## src/logic/vga_pkg.sv

```systemverilog
package vga_pkg;

  // --------------------------------------------------------------------------
  // 640x480 at 60 Hz timing, counted in pixel clocks and lines.
  // --------------------------------------------------------------------------

  localparam int H_VISIBLE    = 640;
  localparam int H_FRONT      = 16;
  localparam int H_SYNC       = 96;
  localparam int H_BACK       = 48;
  localparam int H_WHOLE_LINE = H_VISIBLE + H_FRONT + H_SYNC + H_BACK;  // 800 pixels.

  localparam int V_VISIBLE     = 480;
  localparam int V_FRONT       = 10;
  localparam int V_SYNC        = 2;
  localparam int V_BACK        = 33;
  localparam int V_WHOLE_FRAME = V_VISIBLE + V_FRONT + V_SYNC + V_BACK;  // 525 lines.

  localparam logic SYNC_ACTIVE = 1'b0;  // both syncs are negative for this mode.

  localparam int COLUMN_BITS = $clog2(H_WHOLE_LINE);
  localparam int ROW_BITS    = $clog2(V_WHOLE_FRAME);

  // --------------------------------------------------------------------------
  // Pipeline payloads.
  // --------------------------------------------------------------------------

  typedef struct packed {
    logic [COLUMN_BITS-1:0] column;
    logic [ROW_BITS-1:0]    row;
    logic                   visible;
    logic                   hsync;
    logic                   vsync;
  } vga_pos_t;

  typedef struct packed {
    logic [3:0] red;
    logic [3:0] green;
    logic [3:0] blue;
  } vga_rgb_t;

  typedef struct packed {
    vga_rgb_t rgb;
    logic     hsync;
    logic     vsync;
  } vga_pixel_t;

  typedef enum logic [1:0] {
    PAT_BARS     = 2'd0,
    PAT_CHECKER  = 2'd1,
    PAT_GRADIENT = 2'd2,
    PAT_WHITE    = 2'd3
  } pattern_e;

  localparam int BAR_WIDTH     = 80;  // eight bars across the visible line.
  localparam int CHECKER_SHIFT = 5;   // squares of 32 pixels.

  localparam vga_rgb_t BAR_COLORS [8] = '{
    '{red: 4'd15, green: 4'd15, blue: 4'd15},  // white.
    '{red: 4'd15, green: 4'd15, blue: 4'd0},   // yellow.
    '{red: 4'd0,  green: 4'd15, blue: 4'd15},  // cyan.
    '{red: 4'd0,  green: 4'd15, blue: 4'd0},   // green.
    '{red: 4'd15, green: 4'd0,  blue: 4'd15},  // magenta.
    '{red: 4'd15, green: 4'd0,  blue: 4'd0},   // red.
    '{red: 4'd0,  green: 4'd0,  blue: 4'd15},  // blue.
    '{red: 4'd0,  green: 4'd0,  blue: 4'd0}    // black.
  };

endpackage

```

## src/logic/vga_output.sv

```systemverilog
module vga_output (
  input  logic                clk,
  input  logic                rst_n,
  input  logic                enable,
  input  vga_pkg::vga_pixel_t pix,
  input  logic                visible,
  output logic [3:0]          red,
  output logic [3:0]          green,
  output logic [3:0]          blue,
  output logic                hsync,
  output logic                vsync
);
  import vga_pkg::*;

  vga_rgb_t   blanked;
  vga_pixel_t out_q;

  // The monitor expects black during the porches and sync pulses.
  assign blanked = visible ? pix.rgb : '0;

  // --------------------------------------------------------------------------
  // Pin register.
  // --------------------------------------------------------------------------

  always_ff @(posedge clk) begin
    if (!rst_n) begin
      out_q.rgb   <= '0;
      out_q.hsync <= ~SYNC_ACTIVE;
      out_q.vsync <= ~SYNC_ACTIVE;
    end else if (enable) begin
      out_q.rgb   <= blanked;
      out_q.hsync <= pix.hsync;  // syncs are not blanked.
      out_q.vsync <= pix.vsync;
    end
  end

  assign red   = out_q.rgb.red;
  assign green = out_q.rgb.green;
  assign blue  = out_q.rgb.blue;
  assign hsync = out_q.hsync;
  assign vsync = out_q.vsync;

endmodule

```

## src/logic/vga_pattern.sv

```systemverilog
module vga_pattern (
  input  logic                clk,
  input  logic                rst_n,
  input  logic                enable,
  input  vga_pkg::pattern_e   pattern_sel,
  input  vga_pkg::vga_pos_t   pos,
  output vga_pkg::vga_pixel_t pix,
  output logic                visible
);
  import vga_pkg::*;

  logic [COLUMN_BITS-1:0] bar_quotient;
  logic [2:0]             bar_index;
  logic                   checker_on;
  logic [3:0]             ramp;
  vga_rgb_t               color;
  vga_pixel_t             pix_q;
  logic                   visible_q;

  // --------------------------------------------------------------------------
  // Pattern terms.
  // --------------------------------------------------------------------------

  assign bar_quotient = pos.column / COLUMN_BITS'(BAR_WIDTH);
  assign bar_index    = (bar_quotient > 7) ? 3'd7 : bar_quotient[2:0];  // past the bars is black.

  assign checker_on = pos.column[CHECKER_SHIFT] ^ pos.row[CHECKER_SHIFT];

  assign ramp = pos.column[9:6];  // ten steps over the visible width.

  always_comb begin
    color = '0;
    unique case (pattern_sel)
      PAT_BARS: begin
        color = BAR_COLORS[bar_index];
      end
      PAT_CHECKER: begin
        if (checker_on) begin
          color = '{red: 4'd15, green: 4'd15, blue: 4'd15};
        end
      end
      PAT_GRADIENT: begin
        color.red   = ramp;
        color.green = pos.row[8:5];
        color.blue  = 4'd15 - ramp;  // blue falls as red rises.
      end
      PAT_WHITE: begin
        color = '{red: 4'd15, green: 4'd15, blue: 4'd15};
      end
      default: begin
        color = '0;
      end
    endcase
  end

  // --------------------------------------------------------------------------
  // Stage register.
  // --------------------------------------------------------------------------

  // Colour, syncs and the visible flag move as one word so the output stage
  // sees them for the same pixel.
  always_ff @(posedge clk) begin
    if (!rst_n) begin
      pix_q.rgb   <= '0;
      pix_q.hsync <= ~SYNC_ACTIVE;
      pix_q.vsync <= ~SYNC_ACTIVE;
      visible_q   <= 1'b0;
    end else if (enable) begin
      pix_q.rgb   <= color;
      pix_q.hsync <= pos.hsync;
      pix_q.vsync <= pos.vsync;
      visible_q   <= pos.visible;
    end
  end

  assign pix     = pix_q;
  assign visible = visible_q;

endmodule

```

## src/logic/vga_timing.sv

```systemverilog
module vga_timing (
  input  logic              clk,
  input  logic              rst_n,
  input  logic              enable,
  output vga_pkg::vga_pos_t pos
);
  import vga_pkg::*;

  vga_pos_t               pos_q;
  logic [COLUMN_BITS-1:0] next_column;
  logic [ROW_BITS-1:0]    next_row;
  logic                   end_of_line;
  logic                   end_of_frame;

  // --------------------------------------------------------------------------
  // Position decode.
  // --------------------------------------------------------------------------

  // Builds the full position word for one counter value, so the counters and
  // the decoded fields always load from the same source.
  function automatic vga_pos_t decode(input logic [COLUMN_BITS-1:0] column,
                                      input logic [ROW_BITS-1:0]    row);
    vga_pos_t p;
    logic     h_active;
    logic     v_active;

    h_active = (column >= COLUMN_BITS'(H_VISIBLE + H_FRONT)) &&
               (column <  COLUMN_BITS'(H_VISIBLE + H_FRONT + H_SYNC));
    v_active = (row >= ROW_BITS'(V_VISIBLE + V_FRONT)) &&
               (row <  ROW_BITS'(V_VISIBLE + V_FRONT + V_SYNC));

    p.column  = column;
    p.row     = row;
    p.visible = (column < COLUMN_BITS'(H_VISIBLE)) && (row < ROW_BITS'(V_VISIBLE));
    p.hsync   = h_active ? SYNC_ACTIVE : ~SYNC_ACTIVE;
    p.vsync   = v_active ? SYNC_ACTIVE : ~SYNC_ACTIVE;
    return p;
  endfunction

  // --------------------------------------------------------------------------
  // Beam counters.
  // --------------------------------------------------------------------------

  assign end_of_line  = (pos_q.column == COLUMN_BITS'(H_WHOLE_LINE - 1));
  assign end_of_frame = (pos_q.row == ROW_BITS'(V_WHOLE_FRAME - 1));

  always_comb begin
    next_column = pos_q.column + 1'b1;
    next_row    = pos_q.row;
    if (end_of_line) begin
      next_column = '0;  // the row steps only when the line wraps.
      if (end_of_frame) begin
        next_row = '0;
      end else begin
        next_row = pos_q.row + 1'b1;
      end
    end
  end

  always_ff @(posedge clk) begin
    if (!rst_n) begin
      pos_q <= decode('0, '0);  // (0,0) is visible with both syncs inactive.
    end else if (enable) begin
      pos_q <= decode(next_column, next_row);
    end
  end

  assign pos = pos_q;

endmodule

```

## src/logic/vga_top.sv

```systemverilog
module vga_top (
  input  logic              clk,
  input  logic              rst_n,
  input  logic              enable,
  input  vga_pkg::pattern_e pattern_sel,
  output logic [3:0]        red,
  output logic [3:0]        green,
  output logic [3:0]        blue,
  output logic              hsync,
  output logic              vsync
);
  import vga_pkg::*;

  vga_pos_t   pos;
  vga_pixel_t pix;
  logic       visible;

  // --------------------------------------------------------------------------
  // Timing, pattern and output stages, one enabled cycle each after the
  // position register.
  // --------------------------------------------------------------------------

  vga_timing timing_i (
    .clk    (clk),
    .rst_n  (rst_n),
    .enable (enable),
    .pos    (pos)
  );

  vga_pattern pattern_i (
    .clk         (clk),
    .rst_n       (rst_n),
    .enable      (enable),
    .pattern_sel (pattern_sel),
    .pos         (pos),
    .pix         (pix),
    .visible     (visible)
  );

  vga_output output_i (
    .clk     (clk),
    .rst_n   (rst_n),
    .enable  (enable),
    .pix     (pix),
    .visible (visible),
    .red     (red),
    .green   (green),
    .blue    (blue),
    .hsync   (hsync),
    .vsync   (vsync)
  );

endmodule

```

## config.mk

```make
export PLATFORM = sky130hd
export DESIGN_NAME = vga_top
export DESIGN_NICKNAME = d
export VERILOG_FILES = /design/src/logic/vga_pkg.sv /design/src/logic/vga_output.sv /design/src/logic/vga_pattern.sv /design/src/logic/vga_timing.sv /design/src/logic/vga_top.sv
export SDC_FILE = /design/constraint.sdc
export NUM_CORES = 1
export LEC_CHECK = 0
export ABC_AREA = 1
export BUFFER_PORTS_ARGS = -buffer_cell sky130_fd_sc_hd__buf_4
export CORE_ASPECT_RATIO = 0.7
export CORE_MARGIN = 2
export CORE_UTILIZATION = 60
export CTS_CLUSTER_SIZE = 24
export DETAILED_ROUTE_END_ITERATION = 7
export PLACE_DENSITY = 0.88
export SETUP_SLACK_MARGIN = 0.3
export SLEW_MARGIN = 40
export SYNTH_ARGS = -nofsm -noshare
export SYNTH_HDL_FRONTEND = slang
export SYNTH_SLANG_ARGS = --single-unit
```

## constraint.sdc

```tcl
create_clock -name clk -period 2.1 [get_ports clk]
set_clock_uncertainty 0.05 [all_clocks]
set_input_delay 0.105 -clock clk [delete_from_list [all_inputs] [get_ports clk]]
set_output_delay 0.105 -clock clk [all_outputs]
set_load 0.01 [all_outputs]
```

==> summary.txt <==
Clock tree
  • Max Buffers Root-to-Sink: 2
  • CTS Buf Count: 5
  • Number of clock sinks: between 50 and 60
  • Hold Buf Count CTS: 0
  • Clock Latency Late Sink: 0.31 ns
  • Root buffer cell: clkbuf_8
  • CTS H-tree depth: 2
  • CTS tree: built
  • CTS clk-pin slew, worst paths: 0.10 ns

Synth
  • Post-Syn Instances: 418
  • Ys async rst share: 0%
  • Synth Register Bits: 52
  • Synthesized Nets: between 400 and 500
  • Synth Warn #: 0
  • Avg Cell Area, Syn: 6.759 µm²
  • Post-synth top cells: 87 x nand2_1, 52 x dfxtp_1, 42 x inv_1
  • Register area share after synthesis: a little under two fifths
  • Most common cell in the synthesized netlist: nand2_1
  • Top post-synthesis cells by area: dfxtp_1 37%, nand2_1 12%, a21oi_1 7.3%
  • Synth cell types: 35
  • Yosys top cell area share: between 30% and 40%
  • Yosys top cell by area: dfxtp_1
  • Synthesized cell area: 2825 µm²
  • Predominant post-synthesis flop cell: dfxtp_1
  • Post-synth EDFFs: 0

Global route
  • Number of global-route vias before repair: 2,427
  • Initial antenna violation count: 0
  • Pin count of the biggest net entering global routing: 40
  • First-pass GRT wire length: between 10,000 and 15,000 µm
  • Grt total ovfl: 0
  • Total GRT Usage: 27.77%

Final layout
  • Area growth, synth to finish: 21.30%
  • Ratio of cells with drive above 1 in the final layout: 25.68%
  • Ant. Diodes: 0
  • Nets@finish: 452

Worst setup path
  • Critical Path Slowest Stage Cell: dfxtp_1
  • Crit-path leading delay family: simple AND/OR/NAND/NOR gates
  • Sequence of cells on the critical path: nand4_1 -> nor2_4 -> nand2_4 -> o21ai_1 -> nand2_1 -> nor2_1 -> nand3_1 -> nand2_1 -> nand2_1
  • Cell mode on critical path: nand2_1
  • Worst reg2reg setup slack: ~0.23 ns
  • Crit path largest cell delay: 0.48 ns
  • CP Capture Type: register
  • Critical path class: reg2reg
  • Crit path max fanout: 6
  • Worst r2r dst: timing_i.pos[0]
  • Worst EP arrival: 2.03 ns
  • WP data required: around 2.3 ns
  • Critical Path Start Type: register
  • Worst reg2reg path depth: 9
  • Buf/Inv on CP: 0
  • Reg2reg start: timing_i.pos[17]

Power
  • Leak pwr: between 1 and 1.5 nW
  • VDD IR max: 437.5 µV
  • P per Cell Area: 610.3 nW/µm²
  • Overall power: between 2 and 2.5 mW

Hold path
  • WHS Path Cells: 2
  • Min-delay worst type: in2reg
  • Worst Hold End: pattern_i.pix[1]
  • Min-delay src: rst_n

Timing
  • Worst slew pin tran: 0.6841 ns
  • Final Cycle Share: 89.01%
  • FMAX: between 0.5 and 0.6 GHz
  • Final-report setup violation count: 0
  • Hold Violations, Final: 0
  • Total negative slack: 0 ns
  • Slew HR: 54.34%
  • RSZ-0062 raised after global routing: yes
  • Period minus WS final: 1.869 ns
  • Pins Over Slew Limit: 0

Drt
  • Vias: slightly below 3,000
  • First-pass DRT Iterations: 5
  • DRC Markers: 0
  • Via/cell ratio: roughly 6
  • Number of DRC markers in iteration 0: 336
  • WL per Instance: 15.92 µm
  • Post-DRT Antenna Nets: 0
  • Routed Wire Length: 7943 µm

Outcome
  • Status: complete, no violations

Placed design
  • Hpwl dp: 4721 µm
  • Placer congestion estimate: about 0.9
  • I/O Buffers: 18

Die
  • Die width: 86.02 µm
  • Ports: 19
  • Initial Utilization: ~64%
  • Core area: about 4400 µm²
  • Die Ht: a little over 60 µm
  • Core Rows: 20
  • Die area: ~5300 µm²

Job
  • Max cap viols: 0
where the power goes:
group / leakage [nW] / switching, mW / total (mW) / internal (mW)
logic: 0.979 / 0.240 / 0.377 / 0.136
clock network: 0.0434 / 0.345 / 0.613 / 0.267
registers: 0.434 / 0.0604 / 1.10 / 1.04
total: 1.46 / 0.646 / 2.09 / 1.45
flip-flops by register name (all words and copies together) (netlist names):
name,flops
output_i.blue,4
output_i.green,4
output_i.hsync,1
output_i.red,4
output_i.vsync,1
pattern_i.pix,14
pattern_i.visible,1
timing_i.pos,23
per-stage QoR:
| step | utilization [%] | instance area (µm²) | setup slack [ns] | std cells | hold slack, ns |
|---|---|---|---|---|---|
| after floorplan | - | 2825 | 0.3709 | 418 | 0.1973 |
| after global placement | 67.51 | 2990 | 0.1511 | 476 | 0.3858 |
| after detailed placement | 67.51 | 2990 | 0.05844 | 476 | 0.3870 |
| after CTS | 71.10 | 3149 | 0.2946 | 486 | 0.05685 |
| after global routing | 77.37 | 3427 | 0.1015 | 499 | 0.06129 |
| final | 77.37 | 3427 | 0.2308 | 499 | 0.06505 |
repair_timing:
action	in CTS	in global routing
cloned	1	0
gates resized for setup	17	51
pin swaps	1	15
endpoints found under the setup margin	15	17
buffers inserted	1	13
kinds of logic (layout without fill, tap and decap cells):
family / after synthesis / count (layout) / synth area share (%)
xor gates and xnor gates: 7 / 7 / 2.436
buffers and inverters: 68 / 93 / 9.344
adders and majority gates: 4 / 4 / 1.772
and+or+nand+nor: 192 / 193 / 31.22
AOI/OAI and AO/OA: 95 / 95 / 18.38
DFF: 52 / 52 / 36.85
worst max path at each step:
stage / from / end / cells past startpoint
CTS: timing_i.pos[13] / timing_i.pos[0] / 12
floorplan: timing_i.pos[13] / timing_i.pos[0] / 11
global placement: timing_i.pos[13] / timing_i.pos[0] / 12
detailed placement: timing_i.pos[13] / timing_i.pos[0] / 12
finish: timing_i.pos[17] / timing_i.pos[0] / 9
global route: timing_i.pos[20] / timing_i.pos[0] / 12
area by class of cell:
| cell class | count | area, µm² |
|---|---|---|
| inverter | 46 | 172.7 |
| fill | 330 | 1002 |
| timing repair buffer | 39 | 307.8 |
| multi-input combinational | 299 | 1714 |
| tap | 55 | 68.82 |
| clock buffer | 6 | 82.58 |
| sequential | 52 | 1066 |
| clock inverter | 2 | 15.01 |
per-layer routing:
metal	GRT usage, %	share of wire, %	vias up
met4	7.710	2.1	0
met2	43.96	45	159
met3	5.228	7.9	23
li1	-	-	1425
met1	39.44	45	1345
met5	0	0	-
cell usage in the layout, fill, tap and decap left out, types with 3 or more instances in the layout:
cell type  netlist  routed
nor3_2           2       5
clkbuf_8         0       6
inv_2            4       8
dfxtp_2          0       8
inv_1           42      38
xor2_1           6       5
nand2_4          1       9
o21ai_0         33      31
dfxtp_1         52      40
o21ai_1          7       8
nor2_2           1       6
nor3_1           8       5
nand4_1          7       7
nor2_1          33      26
nand3_1         38      33
dfxtp_4          0       4
a21oi_1         41      39
nor2_4           2       4
buf_4            1      35
nand2_2          9       7
ha_1             4       3
a41oi_1          5       5
buf_6            0       4
nand2_1         87      82
nand3_2          1       5
worst register-to-register path, cell delays in order, from the launching register on:
cell and delay, ns:
dfxtp_1 0.48, nand4_1 0.23, nor2_4 0.24, nand2_4 0.11
o21ai_1 0.22, nand2_1 0.10, nor2_1 0.14, nand3_1 0.09
nand2_1 0.06, nand2_1 0.05
Power figures use the tool's default switching activity.
